[src/rtl/lc_pkg.sv]
`default_nettype none

package lc_pkg;

	// Bus word geometry
	localparam int ADDR_WIDTH = 8;
	localparam int DATA_WIDTH = 32;
	localparam int FUNC_WIDTH = 4;

	// Register entry is 24 bits, index rides in the top byte of a bus word
	localparam int RF_DATA_WIDTH = 24;
	localparam int RF_IDX_WIDTH = DATA_WIDTH - RF_DATA_WIDTH;

	localparam int MEM_ADDR_WIDTH = 8;

	// Function codes from the low address bits
	localparam logic [FUNC_WIDTH-1:0] FUNC_RF_WRITE = 4'd0;
	localparam logic [FUNC_WIDTH-1:0] FUNC_MEM_WRITE = 4'd1;
	localparam logic [FUNC_WIDTH-1:0] FUNC_MEM_READ = 4'd2;
	localparam logic [FUNC_WIDTH-1:0] FUNC_RF_READ = 4'd3;

	// One queued receive word
	typedef struct packed {
		logic [DATA_WIDTH-1:0] data;
		logic [FUNC_WIDTH-1:0] func;
		logic last;
		logic fail;
	} rx_word_t;

	// One word handed to the transmit side
	typedef struct packed {
		logic [ADDR_WIDTH-1:0] addr;
		logic [DATA_WIDTH-1:0] data;
		logic pend;
		logic prio;
	} tx_word_t;

	// Register write with independent half loads
	typedef struct packed {
		logic [RF_IDX_WIDTH-1:0] idx;
		logic [RF_DATA_WIDTH-1:0] data;
		logic lsb_load;
		logic msb_load;
	} rf_wr_t;

endpackage

`default_nettype wire

[src/rtl/lc_reg_file.sv]
`timescale 1ns/100ps
`default_nettype none

module lc_reg_file #(
	parameter int RF_NUM = 8
) (
	input wire logic CLK,
	input wire logic resetn_local,
	input wire logic we,
	input wire lc_pkg::rf_wr_t wr,
	input wire logic [lc_pkg::RF_IDX_WIDTH-1:0] idx,
	output logic [lc_pkg::RF_DATA_WIDTH-1:0] rdata
);
	import lc_pkg::*;

	localparam int HALF = RF_DATA_WIDTH / 2;
	localparam int IDX_W = (RF_NUM > 1) ? $clog2(RF_NUM) : 1;

	logic [RF_DATA_WIDTH-1:0] entry [RF_NUM];

	always_ff @(posedge CLK or negedge resetn_local)
	begin
		if (!resetn_local)
		begin
			for (int i = 0; i < RF_NUM; i++)
				entry[i] <= '0;
		end
		else if (we && wr.idx < RF_NUM)
		begin
			// Lower and upper halves load on their own
			if (wr.lsb_load)
				entry[wr.idx[IDX_W-1:0]][HALF-1:0] <= wr.data[HALF-1:0];
			if (wr.msb_load)
				entry[wr.idx[IDX_W-1:0]][RF_DATA_WIDTH-1:HALF] <= wr.data[RF_DATA_WIDTH-1:HALF];
		end
	end

	assign rdata = (idx < RF_NUM) ? entry[idx[IDX_W-1:0]] : '0;

endmodule

`default_nettype wire

[config.mk]
export PLATFORM = sky130hd
export DESIGN_NAME = lc_reg_file
export DESIGN_NICKNAME = d
export VERILOG_FILES = /design/src/rtl/lc_pkg.sv /design/src/rtl/lc_reg_file.sv
export SDC_FILE = /design/constraint.sdc
export NUM_CORES = 1
export LEC_CHECK = 0
export BUFFER_PORTS_ARGS = -buffer_cell sky130_fd_sc_hd__buf_2
export CORE_MARGIN = 2
export CORE_UTILIZATION = 30
export DETAILED_ROUTE_END_ITERATION = 8
export SYNTH_ARGS = -nofsm -noshare
export SYNTH_HDL_FRONTEND = slang
export SYNTH_SLANG_ARGS = --single-unit
[constraint.sdc]
create_clock -name CLK -period 2.4 [get_ports CLK]
set_input_delay 0.12 -clock CLK [delete_from_list [all_inputs] [get_ports CLK]]
set_output_delay 0.12 -clock CLK [all_outputs]
set_load 0.01 [all_outputs]
# Word level (Yosys, flattened, before mapping)
# Cells that the tools add are included.
# W data, S select, Z words.
# totals
ram_bits	0
memories	0
ff_bits	192
in_bits	45
latch_bits	0
romBits	0
elab_cells	30
output_inout_bits	24
# op_classes
reduce_logical	2
order_cmp	5
bitwise_logic	2
n_div	0
add_sub_neg	0
n_mux	13
n_shift	0
mul	0
n_eq_ne	0
# op_table
cell	count
$mux W192	3
$bwmux W192	2
$demux W24 S3	2
$mux W24	4
$bmux W24 S3	1
$lt A8 B4 Y1 const B	2
$mux W12	1
$ge A4 B4 Y1 const B	2
$not A3 Y4	2
$lt A4 B1 Y1 const B	1
$logic_and A1 B1 Y1	2

# Logic depth before layout (Yosys ltp)
# depth
ltp_word	10
mapped_depth	5
ltp_nobuf	3

# Worst setup path before layout
# OpenSTA, ideal clock, no wires.
# synth_timing
path_kind	in2out
from	in idx[0] (netlist bit)
to	out rdata[10] (netlist bit)
path_buffers	1
t_arrival_ns	1.464
t_required_ns	2.280
setup_slack_ns	0.816
cell_stages	3
path_cell_list	clkbuf_1 mux4_2 a22o_1
# synth_via
elab_chain_cells	5
elab_cells_between_ends	6
cone_classes	order compare (1); mux (4); bitwise (1)
# synth_rtl
element	line_no	rtl
start, declared	lc_reg_file.sv:11	input wire logic [lc_pkg::RF_IDX_WIDTH-1:0] idx,
$not A3 Y4 (implied by the code)	lc_reg_file.sv:38	assign rdata = (idx < RF_NUM) ? entry[idx[IDX_W-1:0]] : '0;
$bmux W24 S3	lc_reg_file.sv:38	
$mux W24 (implied by the code) (2 in series)	lc_reg_file.sv:38	
$mux W24 (*)	lc_reg_file.sv:38	
end, declared	lc_reg_file.sv:12	output logic [lc_pkg::RF_DATA_WIDTH-1:0] rdata
# Every way passes the cells marked *; elsewhere a longest branch is shown, timed or not. The select of a mux whose other input is x is not followed.

# Worst setup path after layout
# layout_timing
from	in idx[0] (netlist bit)
to	out rdata[3] (netlist bit)
# Same word-level chain as after synthesis.

==> run_results.csv <==
group,metric,value,unit
outcome,status,"finished clean",
synth,synth_top_area_share,0.559,
synth,ys_warn_count,0,
detailed_routing,drcViolationCount,0,
detailed_routing,drtIter0Drc,213,
synth,synthTopCellsByArea,"dfrtp_1 56%, mux2_2 20%, mux4_2 13%, mux2_1 4.8%, a22o_1 2.4%",
die,ios,69,
worst_hold_path,hold_path_end,"entry[78]",
placement,hpwl,13000,um
cells_and_area,nets,650,
grt,grt_pass1_vias,5646,
cells_and_area,antennaDiodeCount,0,
job,drv_cap,0,
timing,min_period,1.82,ns
synth,ys_ff_latch,192,
cells_and_area,drive_above_1_share,0.539,
worst_hold_path,hold_depth,2,
placement,numPortBuffers,68,
detailed_routing,ant_nets,0,
die,start_util,0.307,
cells_and_area,largest_register_ffs,192,
worst_setup_path,cp_common_cell,"buf_4",
worst_setup_path,cp_top_family,"buffers and inverters",
worst_setup_path,r2r_slack,1.59,ns
timing,max_freq,548,MHz
grt,grt_overflow,0,
pwr,powerDensity,656,nW/um^2
cts,cts_resized,0,
worst_setup_path,crit_fanout,19,
worst_setup_path,slowest_stage,"mux4_2",
cells_and_area,final_cell_mix,"192 x dfrtp_1, 155 x mux2_2, 66 x buf_2, 48 x mux4_2, 37 x mux2_1",
grt,antenna_found_initial,1,
timing,timing.final.max_slew_violations,0,
worst_setup_path,end_kind,"output port",
worst_setup_path,r2r_end,"entry[86]",
cells_and_area,fillCellCount,2650,
worst_setup_path,r2r_start,"entry[86]",
cells_and_area,final_common_cell,"dfrtp_1",
worst_setup_path,cp_num_buf_inv,3,
worst_setup_path,critical_path.cell_chain,"buf_4 > buf_4 > mux4_2 > a22o_1 > buf_2",
detailed_routing,routedWlPerCell,20.3,um
die,die_h,173,um
timing,worst_pin_slew,0.708,ns
timing,finClkSkew,0,ns
timing,setup_viol,0,
worst_setup_path,max_stage_delay,0.51,ns
worst_setup_path,worst_setup_path_start_kind,"input pin",
cts,htreeDepth,4,
pwr,p_total,6.68,mW
pwr,p_leak,5.05,nW
cells_and_area,fin_area,10200,um^2
timing,period_share,0.760,
grt,grt_max_degree,65,
synth,avgSynthCellArea,16.6,um^2
cts,clk_path_buf_depth,2,
detailed_routing,vias,5002,
detailed_routing,wirelength,20200,um
worst_hold_path,min-delay-start,"wr[8]",
grt,grt_pass1_wl,32500,um
placement,place_congestion,0.723,
timing,relSlewSlack,0.526,
cts,cts_buffers,17,
worst_setup_path,arrival,1.70,ns
cells_and_area,top_register,"entry",
die,core,28000,um^2
timing,hold_violations,0,
cts,cts_sinks,192,
synth,yosys.area.top_type,"dfrtp_1",
die,die-area,30000,um^2
cts,cts_tree,"done",
synth,yosysSeqAreaShare,0.559,
timing,rsz0062_at_grt,"no",
die,num_rows,61,
detailed_routing,dr.pass1.iters,4,
cts,cts-root-buf,"clkbuf_16",
grt,grtUsageTotal,0.141,
worst_setup_path,criticalPathCategory,"in -> out",
die,fp.dieW,173,um
synth,netlist_instances,518,
cts,clk_latency,0.42,ns
detailed_routing,vias_per_cell,5.02,
worst_setup_path,worst_r2r_path_depth,1,
placement,dp_worst_setup_slack,0.522,ns
synth,ys_types,17,
timing,tns,0,ns
timing,hold_slack,0.0144,ns
worst_hold_path,hold_path.class,"in -> reg",
placement,placed_area,9540,um^2
cells_and_area,final_util,0.364,
worst_setup_path,worstPathRequired,2.28,ns
cells_and_area,layout.cells.non_filler,996,
cts,clkTransAtPathRegs,0.08,ns
timing,fin_ws,0.576,ns
cts,cts_setup_buffers,0,
placement,dp.cells,960,
pwr,ir_drop,0.460,mV
cells_and_area,largest_registers,"entry (192)",
synth,syn_area,8600,um^2
cells_and_area,area_growth,18.4,%
synth,syn_nets,563,
-- power breakdown --
| part | internal (mW) | switching (mW) |
|---|---|---|
| Sequential | 3.32 | 0.0424 |
| Combinational | 0.182 | 0.213 |
| Clock | 1.66 | 1.26 |
-- layer usage --
metal / routed length (um) / track usage / vias to the layer above
met3: 661 / 0.0272 / 16
met1: 8910 / 0.176 / 2709
met4: 201 / 0.0371 / 2
met2: 10500 / 0.250 / 97
li1: - / - / 2178
met5: 14 / 0 / -
-- how the worst max path moves through the flow --
| stage | cells after the start | endpoint | from |
|---|---|---|---|
| floorplan | 3 | rdata[10] | idx[0] |
| global placement | 5 | rdata[3] | idx[0] |
| detailed placement | 5 | entry[75] | wr[29] |
| CTS | 5 | rdata[3] | idx[0] |
| global route | 5 | rdata[3] | idx[0] |
| finish | 5 | rdata[3] | idx[0] |
-- area by class of cell --
class / count / area (um^2) / share of cell area
clock buffers: 18 / 429 / 0.0421
clock inverters: 14 / 180 / 0.0177
multi-input cells: 293 / 3660 / 0.359
flip-flops and latches: 192 / 4800 / 0.472
well taps: 378 / 473 / 0.0464
repair buffers: 101 / 644 / 0.0633
-- cell families (layout without fill, tap and decap cells) --
kind of cell    after synthesis  after routing  share of synthesized area
mux                         240            240                      0.377
flops                       192            192                      0.559
buf+inv                      33            133                     0.0170
simple gates                 29             29                     0.0230
compound gates               24             24                     0.0244
-- cell usage after synthesis --
master / number
dfrtp_1: 192
mux2_2: 155
mux4_2: 48
mux2_1: 37
a22o_1: 24
nand4_1: 16
buf_2: 15
clkbuf_1: 11
buf_1: 6
nor2b_1: 4
and2_1: 3
nor2_1: 2
and3b_1: 1
buf_4: 1
nor3b_1: 1
nor4_1: 1
nor4b_4: 1
-- timing repair --
item                                    4_1_cts  5_1_grt
hold buffers                                  4        0
endpoints found under the setup margin        0        0
hold endpoints to repair                     61        0
Note: power is estimated with default switching activity, not from simulation.
