`src/rtl/lc_pkg.sv`:
```
`default_nettype none

package lc_pkg;

	// Bus word geometry
	localparam int ADDR_WIDTH = 8;
	localparam int DATA_WIDTH = 32;
	localparam int FUNC_WIDTH = 4;

	// Register entry is 24 bits, index rides in the top byte of a bus word
	localparam int RF_DATA_WIDTH = 24;
	localparam int RF_IDX_WIDTH = DATA_WIDTH - RF_DATA_WIDTH;

	localparam int MEM_ADDR_WIDTH = 8;

	// Function codes from the low address bits
	localparam logic [FUNC_WIDTH-1:0] FUNC_RF_WRITE = 4'd0;
	localparam logic [FUNC_WIDTH-1:0] FUNC_MEM_WRITE = 4'd1;
	localparam logic [FUNC_WIDTH-1:0] FUNC_MEM_READ = 4'd2;
	localparam logic [FUNC_WIDTH-1:0] FUNC_RF_READ = 4'd3;

	// One queued receive word
	typedef struct packed {
		logic [DATA_WIDTH-1:0] data;
		logic [FUNC_WIDTH-1:0] func;
		logic last;
		logic fail;
	} rx_word_t;

	// One word handed to the transmit side
	typedef struct packed {
		logic [ADDR_WIDTH-1:0] addr;
		logic [DATA_WIDTH-1:0] data;
		logic pend;
		logic prio;
	} tx_word_t;

	// Register write with independent half loads
	typedef struct packed {
		logic [RF_IDX_WIDTH-1:0] idx;
		logic [RF_DATA_WIDTH-1:0] data;
		logic lsb_load;
		logic msb_load;
	} rf_wr_t;

endpackage

`default_nettype wire

```
`src/rtl/lc_cmd_exec.sv`:
```
`timescale 1ns/100ps
`default_nettype none

module lc_cmd_exec #(
	parameter int RF_NUM = 8,
	parameter logic [lc_pkg::ADDR_WIDTH-1:0] INT_REPLY_ADDR = 8'hF0
) (
	input wire logic CLK,
	input wire logic resetn_local,
	input wire logic valid,
	input wire lc_pkg::rx_word_t word,
	input wire logic tx_busy,
	input wire logic [lc_pkg::RF_DATA_WIDTH-1:0] rf_rdata,
	input wire logic mem_ack,
	input wire logic [lc_pkg::DATA_WIDTH-1:0] mem_rdata,
	input wire logic interrupt,
	output logic pop,
	output logic tx_send,
	output lc_pkg::tx_word_t tx_word,
	output lc_pkg::rf_wr_t rf_wr,
	output logic rf_we,
	output logic [lc_pkg::RF_IDX_WIDTH-1:0] rf_idx,
	output logic mem_req,
	output logic mem_write,
	output logic [lc_pkg::MEM_ADDR_WIDTH-1:0] mem_addr,
	output logic [lc_pkg::DATA_WIDTH-1:0] mem_wdata,
	output logic clr_int
);
	import lc_pkg::*;

	typedef enum logic [2:0] {
		ST_IDLE,
		ST_GATHER,
		ST_MEM,
		ST_REPLY,
		ST_INT,
		ST_DRAIN
	} state_t;

	state_t state;
	logic [FUNC_WIDTH-1:0] func;
	logic [1:0] arg_cnt;
	logic msg_last;
	logic have_word;
	logic [ADDR_WIDTH-1:0] reply_addr;
	logic [4:0] rd_left;
	logic [DATA_WIDTH-1:0] mem_word;
	logic in_int;
	logic rf_reply;
	logic [4:0] count_in;

	// Words are consumed in the cycle they are looked at
	assign pop = valid && (state == ST_GATHER || state == ST_DRAIN);
	assign in_int = (state == ST_INT);
	assign rf_reply = in_int || (func == FUNC_RF_READ);
	assign tx_send = have_word && !tx_busy && (state == ST_REPLY || in_int);
	assign tx_word = '{
		addr: in_int ? INT_REPLY_ADDR : reply_addr,
		data: rf_reply ? {rf_idx, rf_rdata} : mem_word,
		pend: !in_int && (func == FUNC_MEM_READ) && (rd_left != 5'd0),
		prio: in_int
	};

	// Read count limited to 1..16
	always_comb
	begin
		count_in = word.data[4:0];
		if (word.data[4:0] == 5'd0)
			count_in = 5'd1;
		else if (word.data[4:0] > 5'd16)
			count_in = 5'd16;
	end

	always_ff @(posedge CLK or negedge resetn_local)
	begin
		if (!resetn_local)
		begin
			state <= ST_IDLE;
			func <= '0;
			arg_cnt <= '0;
			msg_last <= 1'b0;
			have_word <= 1'b0;
			reply_addr <= '0;
			rd_left <= '0;
			mem_word <= '0;
			rf_wr <= '0;
			rf_we <= 1'b0;
			rf_idx <= '0;
			mem_req <= 1'b0;
			mem_write <= 1'b0;
			mem_addr <= '0;
			mem_wdata <= '0;
			clr_int <= 1'b0;
		end
		else
		begin
			rf_we <= 1'b0;
			case (state)
			ST_IDLE:
			begin
				// Interrupt only between messages, reply carries entry 0
				if (interrupt)
				begin
					clr_int <= 1'b1;
					rf_idx <= '0;
					have_word <= 1'b1;
					state <= ST_INT;
				end
				else if (valid)
				begin
					func <= word.func;
					arg_cnt <= '0;
					state <= (word.func > FUNC_RF_READ) ? ST_DRAIN : ST_GATHER;
				end
			end
			ST_GATHER:
			begin
				if (valid && word.fail)
					state <= word.last ? ST_IDLE : ST_DRAIN;
				else if (valid)
				begin
					msg_last <= word.last;
					arg_cnt <= arg_cnt + 2'd1;
					case (func)
					FUNC_RF_WRITE:
					begin
						rf_wr <= '{
							idx: word.data[DATA_WIDTH-1 -: RF_IDX_WIDTH],
							data: word.data[RF_DATA_WIDTH-1:0],
							lsb_load: 1'b1,
							msb_load: 1'b1
						};
						rf_we <= (word.data[DATA_WIDTH-1 -: RF_IDX_WIDTH] < RF_NUM);
						if (word.last)
							state <= ST_IDLE;
					end
					FUNC_MEM_WRITE:
					begin
						if (arg_cnt == 2'd0)
						begin
							mem_addr <= word.data[MEM_ADDR_WIDTH-1:0];
							if (word.last)
								state <= ST_IDLE;
						end
						else
						begin
							// Hold arg_cnt so every later word is data
							arg_cnt <= arg_cnt;
							mem_wdata <= word.data;
							mem_write <= 1'b1;
							mem_req <= 1'b1;
							state <= ST_MEM;
						end
					end
					FUNC_MEM_READ:
					begin
						if (arg_cnt == 2'd0)
							reply_addr <= word.data[ADDR_WIDTH-1:0];
						else if (arg_cnt == 2'd1)
							mem_addr <= word.data[MEM_ADDR_WIDTH-1:0];
						else
						begin
							rd_left <= count_in;
							mem_write <= 1'b0;
							mem_req <= 1'b1;
							state <= ST_MEM;
						end
						if (word.last && arg_cnt != 2'd2)
							state <= ST_IDLE;
					end
					FUNC_RF_READ:
					begin
						if (arg_cnt == 2'd0)
						begin
							reply_addr <= word.data[ADDR_WIDTH-1:0];
							if (word.last)
								state <= ST_IDLE;
						end
						else
						begin
							rf_idx <= word.data[RF_IDX_WIDTH-1:0];
							have_word <= 1'b1;
							state <= ST_REPLY;
						end
					end
					default:
						state <= ST_DRAIN;
					endcase
				end
			end
			ST_MEM:
			begin
				if (mem_ack)
				begin
					mem_req <= 1'b0;
					mem_addr <= mem_addr + 1'b1;
					if (mem_write)
						state <= msg_last ? ST_IDLE : ST_GATHER;
					else
					begin
						mem_word <= mem_rdata;
						rd_left <= rd_left - 5'd1;
						have_word <= 1'b1;
						state <= ST_REPLY;
					end
				end
			end
			ST_REPLY:
			begin
				if (tx_send)
				begin
					have_word <= 1'b0;
					if (func == FUNC_MEM_READ && rd_left != 5'd0)
					begin
						mem_req <= 1'b1;
						state <= ST_MEM;
					end
					else
						state <= msg_last ? ST_IDLE : ST_DRAIN;
				end
			end
			ST_INT:
			begin
				if (tx_send)
					have_word <= 1'b0;
				// Keep clr_int up until the source lets go
				if (!have_word && !interrupt)
				begin
					clr_int <= 1'b0;
					state <= ST_IDLE;
				end
			end
			ST_DRAIN:
			begin
				if (valid && word.last)
					state <= ST_IDLE;
			end
			default:
				state <= ST_IDLE;
			endcase
		end
	end

endmodule

`default_nettype wire

```
`config.mk`:
```
export PLATFORM = sky130hd
export DESIGN_NAME = lc_cmd_exec
export DESIGN_NICKNAME = d
export VERILOG_FILES = /design/src/rtl/lc_pkg.sv /design/src/rtl/lc_cmd_exec.sv
export SDC_FILE = /design/constraint.sdc
export NUM_CORES = 1
export LEC_CHECK = 0
export BUFFER_PORTS_ARGS = -buffer_cell sky130_fd_sc_hd__buf_2
export CORE_MARGIN = 10
export CORE_UTILIZATION = 40
export DETAILED_ROUTE_END_ITERATION = 10
export GPL_TIMING_DRIVEN = 0
export PLACE_DENSITY = 0.68
export SYNTH_ARGS = -nofsm -noshare
export SYNTH_HDL_FRONTEND = slang
export SYNTH_SLANG_ARGS = --single-unit
```
`constraint.sdc`:
```
create_clock -name CLK -period 5.36 [get_ports CLK]
set_input_delay 0.536 -clock CLK [delete_from_list [all_inputs] [get_ports CLK]]
set_output_delay 0.536 -clock CLK [all_outputs]
set_load 0.005 [all_outputs]
```
======== Word level (Yosys, flattened, before mapping) ========
Cells that the tools add are included.
word-level totals
  register bits ........................... 141
  bits of input ports ..................... 100
operators by class
  bitwise logic cells ..................... 4
  equality and inequality tests ........... 39
  mux-type cells .......................... 82
  order comparisons ....................... 3
  reductions and logical operators ........ 45
  add/subtract/negate cells ............... 3
operator list
  kind                 count
  $mux 8               12
  $mux 3               18
  $pmux 8 s2           3
  $mux 5               9
  $mux 32              1
  $ne 2x2->1 const B   14
  $reduce_and 8->1     3
  $mux 1               23
  $ne 3x3->1 const B   6
  $pmux 3 s6           1
  $mux 2               7
  $ne 2x1->1 const B   6
  $pmux 3 s4           1
  $reduce_and 3->1     4
  $reduce_and 6->1     2
  $logic_and 1x1->1    10
  $ne 5x5->1 const B   2
  $pmux 5 s2           1
  $reduce_and 10->1    1
  $reduce_and 5->1     2
  $reduce_and 9->1     1
  $add 8x1->8 const B  1
  $eq 4x2->1 const B   2
  $lt 8x4->1 const B   1
  29 further kinds     45

======== Longest topological paths before layout ========
Gate-level depths: netlist of run 1.
  depth in word-level cells ............... 9
  depth in mapped cells ................... 8

======== Least setup slack after synthesis of run 1 ========
OpenSTA, ideal clock, no wires.
  path kind ............................... reg2out
  from .................................... reg state[0]
  to ...................................... out tx_word[10] (netlist bit)
  cell stages (with the launch flop) ...... 6
  buffers on the path ..................... 2
  data required time ...................... 4.824 ns
  arrival ................................. 1.676 ns
  slack ................................... 3.148 ns
  cell sequence ........................... dfrtp_1 clkbuf_1 nor3_1 a31oi_1 buf_2 mux2_2
RTL lines
  element                 RTL line            source
  from (decl)             lc_cmd_exec.sv:40   state_t state;
  from (signal assigned)  lc_cmd_exec.sv:113  state <= (word.func > FUNC_RF_READ) ? ST_DRAIN : ST_GATHER;
  from (signal assigned)  lc_cmd_exec.sv:119  state <= word.last ? ST_IDLE : ST_DRAIN;
  from (signal assigned)  lc_cmd_exec.sv:198  state <= msg_last ? ST_IDLE : ST_GATHER;
  to (decl)               lc_cmd_exec.sv:19   output lc_pkg::tx_word_t tx_word,

==> results.cfg, run 1 <==
[outcome]
status = finished, final reports clean

[power_and_ir_drop]
p_per_area_nw_per_um2 = 423
power_leakage_nw = 4.59
vdd_ir_drop_max_v = 0.000227
power.total_mw = 3.62

[critical_path]
endpoint_kind = output port
cpMostUsedCell = buf_2
cpPeakStageDelay_ns = 0.69
cp_num_buf_inv = 3
crit_slowest_cell = a31oi_1
critPathRequiredTime_ns = 4.82
crit_path_max_fanout = 10
crit_type = flop to output port
arrival_ns = 2.99
path_cells = clkbuf_1, nor3_1, a31oi_1, buf_2, mux2_2, buf_2
startpoint_type = flop
critical_path.top_delay_family = buffers and inverters

[synth]
synth-seq-cells = 141
synth_warnings = 0
synth_common_cells = dfrtp_1 (141), mux2_2 (99), nand2_1 (35)
synthCells = 535
synth_fp_nets = 641
synth-edff-count = 0
synth_area_um2 = 6560
yosysMostFrequentCell = dfrtp_1
dominantRegCellSynth = dfrtp_1
ys_top_cells_by_area = dfrtp_1 (54%), mux2_2 (17%), mux2_1 (5.8%)
ys_types = 62
synth_area_leader_cell = dfrtp_1
syn_avg_cell_area_um2 = 12.3
synth_top_area_share_pct = 53.8
async_reset_ff_share_pct = 100
synth-seq-area-share_pct = 53.8

[cells_and_area]
design_area_um2 = 8570
final_util_pct = 53.6
layout-drive-gt1-share_pct = 48.9
fin_nets = 890
diodes = 0
syn2layout_area_growth_pct = 30.7

[drt]
vias = 5154
drtIter0Drc = 225
drc = 0
ant_nets = 0
viasPerCell = 5.09
firstDrtPassIters = 4
routed_wl_um = 19100
routedWlPerCell_um = 18.9

[job]
maxCapViolCount = 0

[sta]
tightest_slew_ns = 0.890
fin_skew_ns = 0.00982
tns_ns = 0
setup_viol = 0
rsz0062_at_grt = false
final.min_clock_period_ns = 3.53
hold_viol_final = 0
max_freq_ghz = 0.283
post-route-period-util_pct = 65.8
drv_slew = 0
relSlewSlack_pct = 40.4
timing.hold.ws_ns = 0.0493

[global_routing]
grt_overflow = 0
grt_pass1_vias = 5612
groute.usage.overall_pct = 17.5
grt_pass1_wl_um = 30600
grt_max_degree = 92
antenna_found_initial = 0

[clock_tree]
clock_sinks = 141
postCtsHoldBufs = 0
cts_made_buffers = 17
ctsResizeCount = 0
cts_tree = built
cts_buffer_depth = 2
htree_levels = 4
clk_latency_ns = 0.43
post-cts-setup-buffers = 0
path_clk_slew_ns = 0.06
clock-root-buffer = clkbuf_16

[worst_hold_path]
hp-class = primary input to asynchronous set/reset pin

[floorplan]
fp.dieW_um = 148
die_area_um2 = 21900
die_y_um = 148
io_pins = 230
coreArea_um2 = 16000
start_util_pct = 41.0
rows = 46

[place]
port-buffer-count = 229
dpl_cell_area_um2 = 8010
place_hpwl_um = 14600
place.gp.congestion = 0.888
[layout by cell type, fill, tap and decap left out, types with 5 or more instances in the layout]
cell         n
inv_1       11
buf_2      243
nor2_1      14
mux2_2      99
nor2b_1     11
a31oi_1      5
inv_6        5
a21oi_1     21
nand2b_1     8
clkbuf_1    11
nor3_1       7
ha_1         6
nand3_1     12
o21ai_0     22
a22o_1       9
nand2_1     35
mux2_1      34
clkbuf_16   17
dfrtp_1    141
[layer usage]
metal  track usage [%]  up-vias  wire length (um)
li1                  -     2438                 -
met1              20.2     2475              8130
met5                 0        -                 0
met3              9.58       22              2310
met4              6.34        0               320
met2              26.8      219              8380
[cell families after synthesis]
family                     synth area share (%)
DFF                                        53.8
buffers and inverters                      2.75
AOI/OAI and AO/OA                          8.74
xor gates and xnor gates                  0.134
and+or+nand+nor                            10.6
muxes                                      22.8
adders and majority gates                  1.14
[stage by stage]
step | setup slack, ns | cells
after floorplan | 3.15 | 535
after global placement | 1.67 | 980
after detailed placement | 2.24 | 981
after CTS | 1.77 | 1013
after global routing | 1.63 | 1013
final | 1.83 | 1013
[sequential cells by signal, summed over array words and instances, names as in the netlist]
name	cells
arg_cnt	2
clr_int	1
func	4
have_word	1
mem_addr	8
mem_req	1
mem_wdata	32
mem_word	32
mem_write	1
msg_last	1
rd_left	5
reply_addr	8
rf_idx	8
rf_we	1
rf_wr	33
state	3
[final timing paths]
| check | slack [ns] | from | end | depth (start not counted) |
|---|---|---|---|---|
| min in group CLK | 0.34 | word[21] | mem_wdata[15] | 2 |
| max in group asynchronous | 4.51 | resetn_local | reply_addr[2] | 2 |
| min | 0.05 | resetn_local | mem_word[19] | 1 |
| max | 1.83 | state[0] | tx_word[25] | 6 |
| min reg2reg | 0.47 | reply_addr[7] | reply_addr[7] | 2 |
| max reg2reg | 2.99 | arg_cnt[0] | rf_idx[0] | 8 |
[cell type report]
type                            instances  area [um2]
Timing Repair Buffer                  230        1180
Clock buffer                           19         433
Sequential cell                       141        3530
Buffer                                 29         135
Clock inverter                         13         131
Multi-Input combinational cell        353        2850
Fill cell                            1449        7430
Tap cell                              216         270
Inverter                               12        45.0
[report_power, final]
part	internal [mW]	switching [mW]	total (mW)
logic	0.543	0.550	1.09
registers	1.25	0.147	1.40
clock network	0.649	0.483	1.13
(Power assumes the default switching activity.)
==> inputs of run 2 (changes only) <==
- clock period: 5.36 -> 3.4 ns (I/O delays scaled with it)
==> run 2 against run 1 <==
Against the previous run: largest power group unchanged; total power is 58% higher; register-to-register slack worse by 1.9 ns; largest cell class unchanged; first-iteration DRC count is 19% lower; sequential power is 58% higher.
==> results.cfg, run 2 (synthesis gave the netlist of run 1 again) <==
[outcome]
status = finished, final reports clean

[sta]
rsz0062_at_grt = false
timing.final.ws_setup_ns = 0.316
hold_viol_final = 0
setup_viol = 0
max_freq_ghz = 0.324
final.min_clock_period_ns = 3.08
tightest_slew_ns = 0.652
fin_skew_ns = 0.00967
relSlewSlack_pct = 55.9
post-route-period-util_pct = 90.7
drv_slew = 0

[clock_tree]
cts_made_buffers = 17
clock-root-buffer = clkbuf_16
htree_levels = 4
cts_buffer_depth = 2
path_clk_slew_ns = 0.06
clk_latency_ns = 0.42
post-cts-setup-buffers = 0
clock_sinks = 141
cts_tree = built

[power_and_ir_drop]
p_per_area_nw_per_um2 = 667
p_sw_mw = 1.87
intPower_mw = 3.85
power_leakage_nw = 4.60
pwr-share-clk_pct = 31.2
p_seq_share_pct = 38.5
swShare_pct = 32.7
combPwrFrac_pct = 30.3
vdd_ir_drop_max_v = 0.000357

[floorplan]
die_area_um2 = 21900
coreArea_um2 = 16000
fp.dieW_um = 148
start_util_pct = 41.0
io_pins = 230
rows = 46
die_y_um = 148

[critical_path]
cpMostUsedCell = buf_2
reg2reg_depth = 8
cp_num_buf_inv = 3
startpoint_type = flop
critical_path.top_delay_family = buffers and inverters
crit_type = flop to output port
cpPeakStageDelay_ns = 0.47
crit_path_max_fanout = 10
crit_slowest_cell = a31oi_2
worst-r2r-setup-slack_ns = 1.06
endpoint_kind = output port
critPathRequiredTime_ns = 3.06
r2r-end = rf_idx[0]
arrival_ns = 2.74
path_cells = clkbuf_1, nor3_1, a31oi_2, buf_2, mux2_2, buf_2
r2r_start = arg_cnt[0]

[drt]
ant_nets = 0
drc = 0
drtIter0Drc = 182
routed_wl_um = 19100
routedWlPerCell_um = 18.9
vias = 5188
firstDrtPassIters = 4
viasPerCell = 5.12

[cells_and_area]
most-common-layout-cells = buf_2 (243), dfrtp_1 (141), mux2_2 (99)
fin_nets = 891
largest_reg_flops = 33
layout_commonest_cell = buf_2
diodes = 0
fin_cells = 1014
layout-drive-gt1-share_pct = 49.0
reg_top3 = rf_wr x33, mem_wdata x32, mem_word x32
top_register = rf_wr
syn2layout_area_growth_pct = 31.0

[place]
place_hpwl_um = 14600
port-buffer-count = 229
dp_slack_ns = 0.481
place.gp.congestion = 0.888
dp.cells = 981

[worst_hold_path]
min_to = mem_wdata[15]
hp-class = primary input to flop
hold_path_depth = 2
worstHoldStart = word[21]

[global_routing]
grt_pass1_vias = 5618
grt_overflow = 0
antenna_found_initial = 0
grt_max_degree = 92
groute.usage.overall_pct = 17.5
grt_pass1_wl_um = 30600

[job]
maxCapViolCount = 0
-- run 2: changes by cell type in the layout (fill, tap and decap cells not counted) --
| cell | change |
|---|---|
| a31oi_1 | -1 |
| a31oi_2 | +1 |
| dlygate4sd3_1 | +1 |
-- run 2: worst max-delay path by stage --
stage                       from     endpoint  slack [ns]  cells after the start
floorplan               state[0]  tx_word[10]        1.38                      5
global placement    resetn_local    rf_wr[18]       -0.09                      1
detailed placement      state[0]  tx_word[31]        0.48                      6
CTS                     state[0]  tx_word[31]       0.006                      6
global route            state[0]  tx_word[24]        0.14                      6
finish                  state[0]  tx_word[25]        0.32                      6
-- run 2: metrics by stage --
stage | power [mW] | setup TNS, ns | area [um2] | utilization (%) | hold WS (ns)
final | 5.72 | 0 | 8590 | 53.7 | 0.140
after global placement | 3.94 | -11.58 | 7970 | 49.8 | 0.454
after global routing | 6.08 | 0 | 8590 | 53.7 | 0.131
after CTS | 5.79 | 0 | 8580 | 53.6 | 0.121
after detailed placement | 3.98 | 0 | 8010 | 50.0 | 0.315
after floorplan | 3.21 | 0 | 6560 | - | 0.0444
-- run 2: final cells by class --
| cell class | instances | area [um2] |
|---|---|---|
| fill | 1448 | 7410 |
| sequential | 141 | 3530 |
| multi-input combinational | 353 | 2860 |
| timing repair buffer | 231 | 1190 |
| clock buffer | 19 | 433 |
| tap | 216 | 270 |
| buffer | 29 | 135 |
| clock inverter | 13 | 131 |
| inverter | 12 | 45.0 |
-- run 2: power by group through the flow --
stage	clock network, mW	registers, mW	logic [mW]
after global routing	1.90	2.25	1.93
after CTS	1.83	2.20	1.76
after detailed placement	0	2.23	1.75
after floorplan	0	2.19	1.01
after global placement	0	2.21	1.72
final	1.79	2.21	1.73
-- run 2: routing by layer --
metal	global-route usage, %	vias to the layer above	wire (um)
li1	-	2438	-
met1	20.2	2503	8070
met2	26.8	225	8360
met3	9.58	22	2370
met4	6.34	0	321
met5	0	-	0
-- run 2: what timing repair did --
item,4_1_cts,5_1_grt
resized for setup,0,1
setup endpoints to repair,0,30
hold buffers,1,0
hold endpoints to repair,50,0
