==> src/rtl/lc_pkg.sv <==
`default_nettype none

package lc_pkg;

	// Bus word geometry
	localparam int ADDR_WIDTH = 8;
	localparam int DATA_WIDTH = 32;
	localparam int FUNC_WIDTH = 4;

	// Register entry is 24 bits, index rides in the top byte of a bus word
	localparam int RF_DATA_WIDTH = 24;
	localparam int RF_IDX_WIDTH = DATA_WIDTH - RF_DATA_WIDTH;

	localparam int MEM_ADDR_WIDTH = 8;

	// Function codes from the low address bits
	localparam logic [FUNC_WIDTH-1:0] FUNC_RF_WRITE = 4'd0;
	localparam logic [FUNC_WIDTH-1:0] FUNC_MEM_WRITE = 4'd1;
	localparam logic [FUNC_WIDTH-1:0] FUNC_MEM_READ = 4'd2;
	localparam logic [FUNC_WIDTH-1:0] FUNC_RF_READ = 4'd3;

	// One queued receive word
	typedef struct packed {
		logic [DATA_WIDTH-1:0] data;
		logic [FUNC_WIDTH-1:0] func;
		logic last;
		logic fail;
	} rx_word_t;

	// One word handed to the transmit side
	typedef struct packed {
		logic [ADDR_WIDTH-1:0] addr;
		logic [DATA_WIDTH-1:0] data;
		logic pend;
		logic prio;
	} tx_word_t;

	// Register write with independent half loads
	typedef struct packed {
		logic [RF_IDX_WIDTH-1:0] idx;
		logic [RF_DATA_WIDTH-1:0] data;
		logic lsb_load;
		logic msb_load;
	} rf_wr_t;

endpackage

`default_nettype wire

==> src/rtl/lc_tx_engine.sv <==
`timescale 1ns/100ps
`default_nettype none

module lc_tx_engine (
	input wire logic CLK,
	input wire logic resetn_local,
	input wire logic send,
	input wire lc_pkg::tx_word_t word,
	input wire logic tx_ack,
	input wire logic tx_succ,
	input wire logic tx_fail,
	output logic busy,
	output logic tx_req,
	output logic [lc_pkg::ADDR_WIDTH-1:0] tx_addr,
	output logic [lc_pkg::DATA_WIDTH-1:0] tx_data,
	output logic tx_pend,
	output logic tx_priority,
	output logic tx_resp_ack
);

	typedef enum logic [2:0] {
		TX_IDLE,
		TX_WORD,
		TX_RELEASE,
		TX_RESP,
		TX_RESP_DONE
	} tx_state_t;

	tx_state_t state;

	assign busy = (state != TX_IDLE);

	always_ff @(posedge CLK or negedge resetn_local)
	begin
		if (!resetn_local)
		begin
			state <= TX_IDLE;
			tx_req <= 1'b0;
			tx_addr <= '0;
			tx_data <= '0;
			tx_pend <= 1'b0;
			tx_priority <= 1'b0;
			tx_resp_ack <= 1'b0;
		end
		else
		begin
			case (state)
			TX_IDLE:
			begin
				if (send)
				begin
					tx_addr <= word.addr;
					tx_data <= word.data;
					tx_pend <= word.pend;
					tx_priority <= word.prio;
					tx_req <= 1'b1;
					state <= TX_WORD;
				end
			end
			TX_WORD:
			begin
				if (tx_ack)
				begin
					tx_req <= 1'b0;
					state <= TX_RELEASE;
				end
			end
			// Wait for ack to fall, then either next word or the result
			TX_RELEASE:
			begin
				if (!tx_ack)
					state <= tx_pend ? TX_IDLE : TX_RESP;
			end
			TX_RESP:
			begin
				if (tx_succ || tx_fail)
				begin
					tx_resp_ack <= 1'b1;
					state <= TX_RESP_DONE;
				end
			end
			TX_RESP_DONE:
			begin
				if (!tx_succ && !tx_fail)
				begin
					tx_resp_ack <= 1'b0;
					state <= TX_IDLE;
				end
			end
			default:
				state <= TX_IDLE;
			endcase
		end
	end

endmodule

`default_nettype wire

==> config.mk <==
export PLATFORM = sky130hd
export DESIGN_NAME = lc_tx_engine
export DESIGN_NICKNAME = d
export VERILOG_FILES = /design/src/rtl/lc_pkg.sv /design/src/rtl/lc_tx_engine.sv
export SDC_FILE = /design/constraint.sdc
export NUM_CORES = 1
export LEC_CHECK = 0
export ABC_AREA = 1
export BUFFER_PORTS_ARGS = -buffer_cell sky130_fd_sc_hd__buf_4
export CORE_MARGIN = 2
export CORE_UTILIZATION = 47
export CTS_BUF_LIST = sky130_fd_sc_hd__clkbuf_4
export DETAILED_ROUTE_END_ITERATION = 12
export HOLD_SLACK_MARGIN = 0.1
export PLACE_DENSITY = 0.8
export SLEW_MARGIN = 20
export SYNTH_ARGS = -nofsm -noshare
export SYNTH_HDL_FRONTEND = slang
export SYNTH_SLANG_ARGS = --single-unit
==> constraint.sdc <==
create_clock -name CLK -period 2.5 [get_ports CLK]
set_input_delay 0 -clock CLK [delete_from_list [all_inputs] [get_ports CLK]]
set_output_delay 0 -clock CLK [all_outputs]
set_load 0.005 [all_outputs]
Word-level counts from Yosys, hierarchy flattened
Index checks and enable logic that the tools add are counted.
{ "op_classes": {"eq_ne": 9, "mux": 13, "n_reduce_logical": 12} }
{ "op_table": {"columns": ["operator", "n"], "rows": [
  ["$mux 3", 5],
  ["$pmux 3 s5", 1],
  ["$ne 2x2->1 const B", 5],
  ["$eq 3x2->1 const B", 2],
  ["$reduce_and 3->1", 2],
  ["$reduce_and 5->1", 1],
  ["$mux 1", 4],
  ["$pmux 1 s2", 2],
  ["$reduce_bool 2->1", 2],
  ["$eq 3x1->1 const B", 1],
  ["$eq 3x3->1 const B", 1],
  ["$logic_not 3->1", 1],
  ["$reduce_bool 3->1", 1],
  ["$logic_not 1->1", 2],
  ["$mux 2", 1],
  ["$reduce_and 2->1", 1],
  ["$logic_and 1x1->1", 1],
  ["$logic_or 1x1->1", 1]
]} }
{ "word_totals": {"register_bits": 47, "inputBits": 48, "elab_cells": 41} }

Longest topological paths before layout
Gate-level depths: netlist of the first run.
{ "logic_depth": {"ltp_word": 4, "ltp_mapped": 8} }

Least setup slack after synthesis of the first run
OpenSTA, ideal clock, no wires.
{ "synth_path": {"path_type": "register to register", "start": "reg state[1]", "end": "reg tx_addr[0] in the netlist's numbering", "setup_time_ns": 0.125, "arrival_ns": 1.193, "slack_ns": 1.182, "stages_incl_launch_ff": 5, "period_less_slack_ns": 1.318, "cell_sequence": "dfrtp_1 nor2_4 nand3_4 buf_6 mux2_4"} }
{ "synth_between": {"elab_chain_len": 2} }
{ "synth_lines": {"columns": ["item", "line_no", "source"], "rows": [
  ["start, declared", "lc_tx_engine.sv:29", "tx_state_t state;"],
  ["start signal, assigned", "lc_tx_engine.sv:72", "state <= tx_pend ? TX_IDLE : TX_RESP;"],
  ["$logic_not 3->1", "lc_tx_engine.sv:47", "case (state)"],
  ["$reduce_and 2->1 (no source line)", null, null],
  ["end signal, assigned", "lc_tx_engine.sv:52", "tx_addr <= word.addr;"],
  ["end, declared", "lc_tx_engine.sv:14", "output logic [lc_pkg::ADDR_WIDTH-1:0] tx_addr,"]
]} }
Every way passes these cells.
A chain may end at the register's enable or synchronous reset.

Worst setup path after layout of the first run
{ "layout_path": {"start": "reg state[1]", "end": "reg tx_priority"} }
{ "layout_between": {"elab_chain_len": 2} }
{ "layout_lines": {"columns": ["item", "line_no", "source"], "rows": [
  ["$logic_not 3->1", "lc_tx_engine.sv:47", null],
  ["$reduce_and 2->1 (no source line)", null, null],
  ["end signal, assigned", "lc_tx_engine.sv:55", "tx_priority <= word.prio;"],
  ["end, declared", "lc_tx_engine.sv:17", "output logic tx_priority,"]
]} }
Every way passes these cells.

==> metrics.txt, run 1 <==
status=finished clean; core area=4090 sq um; Die W=69.8 microns; ratio of final minimum period to clock period=0.744; startpoint types=flip-flop; post-synthesis xor/xnor area fraction=0; crit end category=flip-flop; initial detailed-routing violation count=67; global route overflow=0; Reg2Reg Setup Slack=~0.64 ns; ratio of cells with drive above 1 in the final layout=0.518; Max Freq=between 500 and 600 MHz; die area=around 4900 sq um; setup slack at placement=approximately 0.68 ns; multi-input logic area=roughly 800 sq um; number of global-route vias before repair=between 1500 and 2000; GRT Util Overall=0.223; Simple-Gate Fraction of Synth Area=0.0726; adder and majority gate portion of the synthesized area=0; largest net degree at the start of global routing=48; main combinational cell family by area after synthesis=multiplexers; first-pass GRT wire length=around 8200 microns; CTS H-tree depth=2; switching power=approximately 1.1 mW; CTS tree=done; HP Class=in -> reg; initial antenna violation count=0; PwrDens=~1100 nW/um^2; Routed WL per cell=16.0 microns; # DRC=0; post-synthesis cell count=135; Comb power frac=0.492; CTS Buf Count=5; fin crit period=about 1.9 ns; Peak VDD IR=0.000629 V; Slew Limit Fails=0; mux cell area share after synthesis=0.304; Total Power=about 3.6 mW; Setup Skew=roughly 0.017 ns; Die Y=69.8 microns; commonest cells after routing, fill and taps aside=93 x buf_4, 47 x dlygate4sd3_1, 47 x dfrtp_1, 39 x mux2_4, 18 x nand2_1; commonest non-fill, non-tap cell in the layout=buf_4; Syn Nets=183; Max-cap violations=0; Cell Int Power=2.55 mW; detailed-placement wirelength estimate=roughly 3100 microns; First-pass DRT Iterations=6; Vias=~1500; Final Hold Viols=0; I/O Pins=between 90 and 100; Synth Register Bits=47; Port Buffers=a little over 90; initial core utilization=0.498; critical path arrival=between 2 and 2.5 ns; postcts setup bufs=0; setup violators final=0; Pleak=about 1.7 nW; Max Root-Sink Buffers=2; Post-DRT Antenna Nets=0; Netlist Area Pre-Place=2030 sq um; critical path peak fanout=27; final WL=about 5300 microns; root buffer cell=clkbuf_4; Slew HR=0.618; RSZ-0062 raised after global routing=false; Skew-Pair Late Insertion Delay=around 0.36 ns; n_diodes=0; Core Rows=23; mean post-synth cell area=~15 sq um; Worst-Margin Slew=between 0.5 and 0.6 ns; Sw Ratio=0.301; Syn. warnings=0; clock transition at the registers of the reported paths=0.13 ns; CTS sink count=47; Register Area=roughly 1200 sq um; Area growth syn-to-layout=62.0%; Synth Area in Compound Gates=0.00984; register area share after synthesis=0.578; Vias per Instance=approximately 4.7; Critical Path RT=approximately 2.7 ns; Synth cell types=12; sequential power share=0.386; clock network fraction of total power=0.122; number of nets in the layout=326; number of fill cells=approximately 240; WS Path Type=reg -> reg; setup tns final=0 ns; routability cong.=0.918; fin worst setup slack=between 0.6 and 0.7 ns
[stage by stage]
| stage | area [sq um] | hold WS [ns] | std cells | util |
|---|---|---|---|---|
| finish | 3300 | 0.141 | 328 | 0.806 |
| floorplan | 2030 | -0.296 | 135 | - |
| global placement | 2750 | 0.0371 | 274 | 0.673 |
| CTS | 3300 | 0.135 | 328 | 0.806 |
| global route | 3300 | 0.155 | 328 | 0.806 |
| detailed placement | 2750 | 0.0406 | 274 | 0.673 |
[path summary, 6_finish.rpt]
check / start / end / depth (start not counted)
worst max-delay path: state[1] / tx_priority / 4
min in group asynchronous: resetn_local / tx_data[2] / 2
worst min register to register: tx_data[13] / tx_data[13] / 1
max in group asynchronous: resetn_local / tx_addr[0] / 2
worst min-delay path: send / state[1] / 7
worst max register to register: state[1] / tx_priority / 4
[Yosys cell counts]
| cell type | count | area share |
|---|---|---|
| nand3_4 | 1 | 0.0086 |
| o21ai_0 | 4 | 0.0098 |
| mux2_4 | 39 | 0.29 |
| nor2_1 | 4 | 0.0074 |
| inv_1 | 7 | 0.013 |
| mux2_2 | 3 | 0.017 |
| nand2_1 | 18 | 0.033 |
| nand4_1 | 1 | 0.0031 |
| dfrtp_1 | 47 | 0.58 |
| buf_6 | 4 | 0.022 |
| nand3_1 | 6 | 0.015 |
| nor2_4 | 1 | 0.0055 |
[routing by layer]
metal	routed length [microns]	vias up	global-route usage
li1	-	738	-
met1	2010	736	0.236
met2	2900	57	0.426
met3	256	8	0.0581
met4	86	0	0.0662
met5	0	-	0
[timing repair]
action,CTS,global route
resized for setup,0,0
hold buffers,47,0
setup endpoints to repair,0,0
hold endpoints to repair,94,0
[registers in the layout (all words and copies together), names as in the netlist]
signal       cells
tx_priority      1
state            3
tx_data         32
tx_pend          1
tx_req           1
tx_addr          8
tx_resp_ack      1
[final cells by class]
cell class	instances	share of cell area
inverters	7	0.00797
flip-flops and latches	47	0.357
well taps	50	0.0190
clock inverters	1	0.00911
repair buffers	140	0.355
multi-input cells	77	0.239
clock buffers	6	0.0137
[critical path, stage by stage (launching register included)]
cell and delay (ns):
dfrtp_1 0.49, nor2_4 0.20, nand3_4 0.29, buf_4 0.39, mux2_4 0.36
[power groups by stage]
stage               Clock [mW]  Combinational [mW]  Sequential, mW
CTS                      0.452                1.79            1.39
detailed placement           0                1.73            1.40
finish                   0.445                1.79            1.41
floorplan                    0               0.971            1.40
global route             0.482                1.92            1.46
global placement             0                1.69            1.39
[kinds of logic (layout without fill, tap and decap cells)]
kind of cell,Yosys count,after routing
flops,47,47
mux,42,42
simple gates,31,31
buf+inv,11,154
compound gates,4,4
Power figures use the tool's default switching activity.
==> run 2: changes to the inputs <==
--- a/config.mk
+++ b/config.mk
@@ -8,11 +8,11 @@
 export ABC_AREA = 1
 export BUFFER_PORTS_ARGS = -buffer_cell sky130_fd_sc_hd__buf_4
 export CORE_MARGIN = 2
-export CORE_UTILIZATION = 47
+export CORE_UTILIZATION = 43
 export CTS_BUF_LIST = sky130_fd_sc_hd__clkbuf_4
 export DETAILED_ROUTE_END_ITERATION = 12
 export HOLD_SLACK_MARGIN = 0.1
-export PLACE_DENSITY = 0.8
+export PLACE_DENSITY = 0.77
 export SLEW_MARGIN = 20
 export SYNTH_ARGS = -nofsm -noshare
 export SYNTH_HDL_FRONTEND = slang
==> constraint.sdc (replaced) <==
create_clock -name CLK -period 1.6 [get_ports CLK]
set_input_delay 0 -clock CLK [delete_from_list [all_inputs] [get_ports CLK]]
set_output_delay 0 -clock CLK [all_outputs]
set_load 0.005 [all_outputs]
==> run 2 against run 1 <==
  * Critical path depth grew 1
  * First-iteration DRC count grew 1.5%
  * Die area grew 8.8%
  * Core utilization shrank 9.3 points
  * Global-route usage shrank 2.1 points
  * Worst setup slack lost 0.51 ns
  * Clock skew shrank 0.0016 ns
  * Hold slack gained 0.0075 ns
  * Register-to-register slack lost 0.51 ns
  * Flip-flop and latch count is the same
  * Sequential share of layout area shrank 0.081 points
  * Final area grew 0.23%
==> metrics.txt, run 2 (synthesis gave the netlist of run 1 again) <==
status=finished clean; Peak VDD IR=0.000864 V; I/O Pins=93; postcts setup bufs=0; die area=5300 sq um; Worst-Margin Slew=roughly 0.58 ns; Non-Filler Instances=between 300 and 400; critical path arrival=about 1.8 ns; Max Freq=681 MHz; Comb power frac=0.510; critical path peak fanout=6; Max Root-Sink Buffers=2; PwrDens=approximately 1700 nW/um^2; Cell Int Power=3.85 mW; final WL=5200 microns; number of nets in the layout=327; root buffer cell=clkbuf_4; Core Rows=25; commonest cells after routing, fill and taps aside=93 x buf_4, 47 x dlygate4sd3_1, 47 x dfrtp_1, 39 x mux2_4, 18 x nand2_1; First-pass DRT Iterations=4; placed insts=around 280; biggest regs=tx_data: 32 flops, tx_addr: 8 flops, state: 3 flops; number of fill cells=approximately 320; startpoint types=flip-flop; Routed WL per cell=around 16 microns; RSZ-0062 raised after global routing=false; Die Y=about 73 microns; CTS tree=done; HP Class=in -> reg; # DRC=0; setup violators final=0; Sw Ratio=0.314; Post-DRT Antenna Nets=0; Max-cap violations=0; fin crit period=between 1 and 1.5 ns; global route overflow=0; GRT Util Overall=0.202; clock transition at the registers of the reported paths=around 0.13 ns; commonest non-fill, non-tap cell in the layout=buf_4; Area growth syn-to-layout=62.4%; n_diodes=0; Critical Path RT=1.90 ns; Slew Limit Fails=0; core area=approximately 4600 sq um; Port Buffers=about 90; initial core utilization=0.439; sequential power share=0.393; CTS Buf Count=5; Setup Skew=roughly 0.015 ns; number of global-route vias before repair=approximately 1700; Vias per Instance=about 4.8; detailed-placement wirelength estimate=3180 microns; Skew-Pair Late Insertion Delay=0.36 ns; routability cong.=between 0.8 and 0.9; largest net degree at the start of global routing=48; initial detailed-routing violation count=68; switching power=1.76 mW; CTS sink count=47; clock network fraction of total power=0.098; setup tns final=0 ns; PostCTS Resize Cnt=0; first-pass GRT wire length=about 8000 microns; ratio of cells with drive above 1 in the final layout=0.518; Final Hold Viols=0; Vias=between 1500 and 2000; crit end category=flip-flop; Pleak=1.72 nW; WS Path Type=reg -> reg; CTS H-tree depth=2; initial antenna violation count=0; max reg flops=32; ratio of final minimum period to clock period=0.917; cts hold-fix bufs=between 40 and 50; Die W=~73 microns; Top reg by flops=tx_data; Slew HR=0.610
-- run 2: worst max-delay path, stage by stage (launching register included) --
cell	delay (ns)
dfrtp_1	0.49
nand2_1	0.08
nor2_1	0.16
nand2_1	0.06
dlygate4sd3_1	0.55
nand2_1	0.06
-- run 2: power by group through the flow --
| stage | sequential, mW | clock, mW | combinational [mW] |
|---|---|---|---|
| 6_report | 2.20 | 0.548 | 2.86 |
| 5_1_grt | 2.27 | 0.608 | 3.07 |
| 4_1_cts | 2.18 | 0.565 | 2.86 |
| 3_5_place_dp | 2.19 | 0 | 2.76 |
| 3_3_place_gp | 2.17 | 0 | 2.67 |
| 2_1_floorplan | 2.19 | 0 | 1.52 |
-- run 2: area by class of cell --
| class | instances | area, sq um | share of cell area |
|---|---|---|---|
| repair buffers | 141 | 1190 | 0.360 |
| flip-flops and latches | 47 | 1180 | 0.356 |
| multi-input cells | 77 | 787 | 0.238 |
| well taps | 54 | 67.6 | 0.0205 |
| clock buffers | 5 | 37.5 | 0.0114 |
| inverters | 7 | 26.3 | 0.00795 |
| clock inverters | 3 | 20.0 | 0.00606 |
-- run 2: metrics by stage --
stage	worst slack, ns	instance area, sq um	util	hold WS (ns)	total power, mW
finish	0.132	3300	0.714	0.149	5.61
global route	0.00851	3300	0.714	0.174	5.94
CTS	0.145	3300	0.714	0.145	5.60
detailed placement	0.194	2780	0.599	0.0467	4.95
global placement	0.229	2780	0.599	0.0418	4.84
floorplan	0.282	2030	-	-0.296	3.70
-- run 2: path summary, 6_finish.rpt --
| check | slack [ns] | cells after the start | endpoint | from |
|---|---|---|---|---|
| setup reg to reg | 0.13 | 5 | state[2] | state[1] |
| hold reg to reg | 0.53 | 1 | tx_data[30] | tx_data[30] |
| min in group asynchronous | 0.19 | 2 | tx_data[21] | resetn_local |
| hold / removal | 0.15 | 7 | state[0] | send |
| setup / recovery | 0.13 | 5 | state[2] | state[1] |
| max in group asynchronous | 1.01 | 2 | state[0] | resetn_local |
-- run 2: per-layer routing --
layer	part of all wire	vias to the layer above	wire [microns]	global-route usage
met1	0.37	798	1940	0.219
met4	0.030	0	155	0.0761
met5	0	-	0	0
met2	0.56	50	2930	0.388
met3	0.032	14	167	0.0345
li1	-	743	-	-
==> run 3: changes to the inputs <==
--- a/config.mk
+++ b/config.mk
@@ -8,11 +8,11 @@
 export ABC_AREA = 1
 export BUFFER_PORTS_ARGS = -buffer_cell sky130_fd_sc_hd__buf_4
 export CORE_MARGIN = 2
-export CORE_UTILIZATION = 43
+export CORE_UTILIZATION = 40
 export CTS_BUF_LIST = sky130_fd_sc_hd__clkbuf_4
 export DETAILED_ROUTE_END_ITERATION = 12
 export HOLD_SLACK_MARGIN = 0.1
-export PLACE_DENSITY = 0.77
+export PLACE_DENSITY = 0.73
 export SLEW_MARGIN = 20
 export SYNTH_ARGS = -nofsm -noshare
 export SYNTH_HDL_FRONTEND = slang
==> run 3 against run 2 <==
  * Critical path depth shrank 1
  * Routed wire length shrank 0.35%
  * Final cell count grew 3.6%
  * Global-route usage shrank 1.0 points
  * First-iteration DRC count shrank 41%
  * Flip-flop and latch count is the same
  * Clock-buffer cell count is the same
  * Total power shrank 0.18%
  * Fmax grew 4.2%
  * Combinational power is essentially flat
  * Largest cell class unchanged
==> metrics.txt, run 3 (synthesis gave the netlist of run 1 again) <==
status=finished clean; Post-DRT Antenna Nets=0; routability cong.=0.733; Final Hold Viols=0; worst hold slack=~0.14 ns; critical path peak fanout=32; First-pass DRT Iterations=4; number of nets in the layout=326; Vias per Instance=between 4 and 5; Setup Skew=a little over 0.007 ns; core area=a little under 5000 sq um; Critical Path RT=roughly 1.9 ns; GRT Util Overall=0.192; CTS tree=done; RSZ-0062 raised after global routing=false; commonest non-fill, non-tap cell in the layout=buf_4; postcts setup bufs=0; root buffer cell=clkbuf_4; worst-path cell with the longest stage delay=dfrtp_1; CTS H-tree depth=2; Slew HR=0.622; commonest cells after routing, fill and taps aside=93 x buf_4, 47 x dfrtp_1, 46 x dlygate4sd3_1, 39 x mux2_4, 18 x nand2_1; # DRC=0; detailed-placement wirelength estimate=~3000 microns; Slew Limit Fails=0; setup tns final=0 ns; fin crit period=1.41 ns; Max Root-Sink Buffers=2; ratio of final minimum period to clock period=0.881; Top reg by flops=tx_data; Core Rows=25; die area=roughly 5700 sq um; n_diodes=0; HP Class=in -> reg; global route overflow=0; initial antenna violation count=0; number of fill cells=~360; Die W=75.3 microns; initial detailed-routing violation count=40; PwrDens=approximately 1700 nW/um^2; crit end category=flip-flop; initial core utilization=0.422; max reg flops=32; I/O Pins=93; Vias=~1600; setup violators final=0; largest net degree at the start of global routing=48; Max Freq=between 700 and 800 MHz; WS Path Type=reg -> reg; Pleak=approximately 1.7 nW; ratio of cells with drive above 1 in the final layout=0.527; biggest regs=tx_data: 32 flops, tx_addr: 8 flops, state: 3 flops; critical path arrival=about 1.7 ns; max incr delay on CP=0.43 ns; Die Y=between 70 and 80 microns; final WL=about 5200 microns; Peak VDD IR=~0.0007 V; Worst-Margin Slew=0.567 ns; Routed WL per cell=15.0 microns; startpoint types=flip-flop; Total Power=about 5.6 mW; CTS sink count=47; Skew-Pair Late Insertion Delay=0.36 ns; clock transition at the registers of the reported paths=roughly 0.13 ns; Area growth syn-to-layout=62.8%; CTS Buf Count=5; worst path cell trace=inv_1, nand3_4, buf_12, mux2_2; first-pass GRT wire length=between 7000 and 8000 microns; Max-cap violations=0; number of global-route vias before repair=1644; Port Buffers=about 90
[run 3: worst max-delay path: cells and delay by family, from the launching register on]
| kind | cells | cell delay, ns |
|---|---|---|
| buffers and inverters | 2 | 0.39 |
| multiplexers | 1 | 0.37 |
| AND/OR/NAND/NOR | 1 | 0.11 |
| flip-flops | 1 | 0.43 |
[run 3: final timing paths]
path / startpoint / endpoint / slack (ns) / depth (start not counted)
max: state[0] / tx_data[3] / 0.19 / 4
min: send / tx_req / 0.14 / 4
max reg2reg: state[0] / tx_data[3] / 0.19 / 4
min reg2reg: tx_resp_ack / tx_resp_ack / 0.52 / 2
max in group asynchronous: resetn_local / tx_data[30] / 1.00 / 2
min in group asynchronous: resetn_local / tx_data[12] / 0.21 / 2
[run 3: where the power goes]
| group | leakage [nW] | internal, mW | switching, mW |
|---|---|---|---|
| Clock | 0.0272 | 0.168 | 0.371 |
| Combinational | 1.14 | 1.89 | 0.968 |
| Sequential | 0.552 | 1.79 | 0.415 |
[run 3: layout make-up]
class / instances / area, sq um / share of cell area
multi-input cells: 77 / 790 / 0.238
clock inverters: 3 / 20.0 / 0.00604
repair buffers: 140 / 1180 / 0.356
inverters: 7 / 26.3 / 0.00793
clock buffers: 5 / 37.5 / 0.0113
flip-flops and latches: 47 / 1180 / 0.355
well taps: 67 / 83.8 / 0.0253
[run 3: through the flow]
stage | instances | utilization | worst slack [ns] | area (sq um)
2_1_floorplan | 135 | - | 0.282 | 2030
3_3_place_gp | 292 | 0.579 | 0.247 | 2790
3_5_place_dp | 292 | 0.579 | 0.218 | 2790
4_1_cts | 347 | 0.689 | 0.0747 | 3320
5_1_grt | 346 | 0.688 | 0.0764 | 3310
6_report | 346 | 0.688 | 0.191 | 3310
[run 3: repair_timing]
item / in CTS / in global routing
setup endpoints to repair: 0 / 2
hold buffers: 47 / 0
endpoints found under the hold margin: 94 / 0
gates resized for setup: 0 / 1
[run 3: routing by layer]
metal	routed length (microns)	up-vias	global-route usage
met5	0	-	0
met4	95	0	0.0819
met3	408	9	0.0357
met2	2550	84	0.339
met1	2130	738	0.229
li1	-	737	-
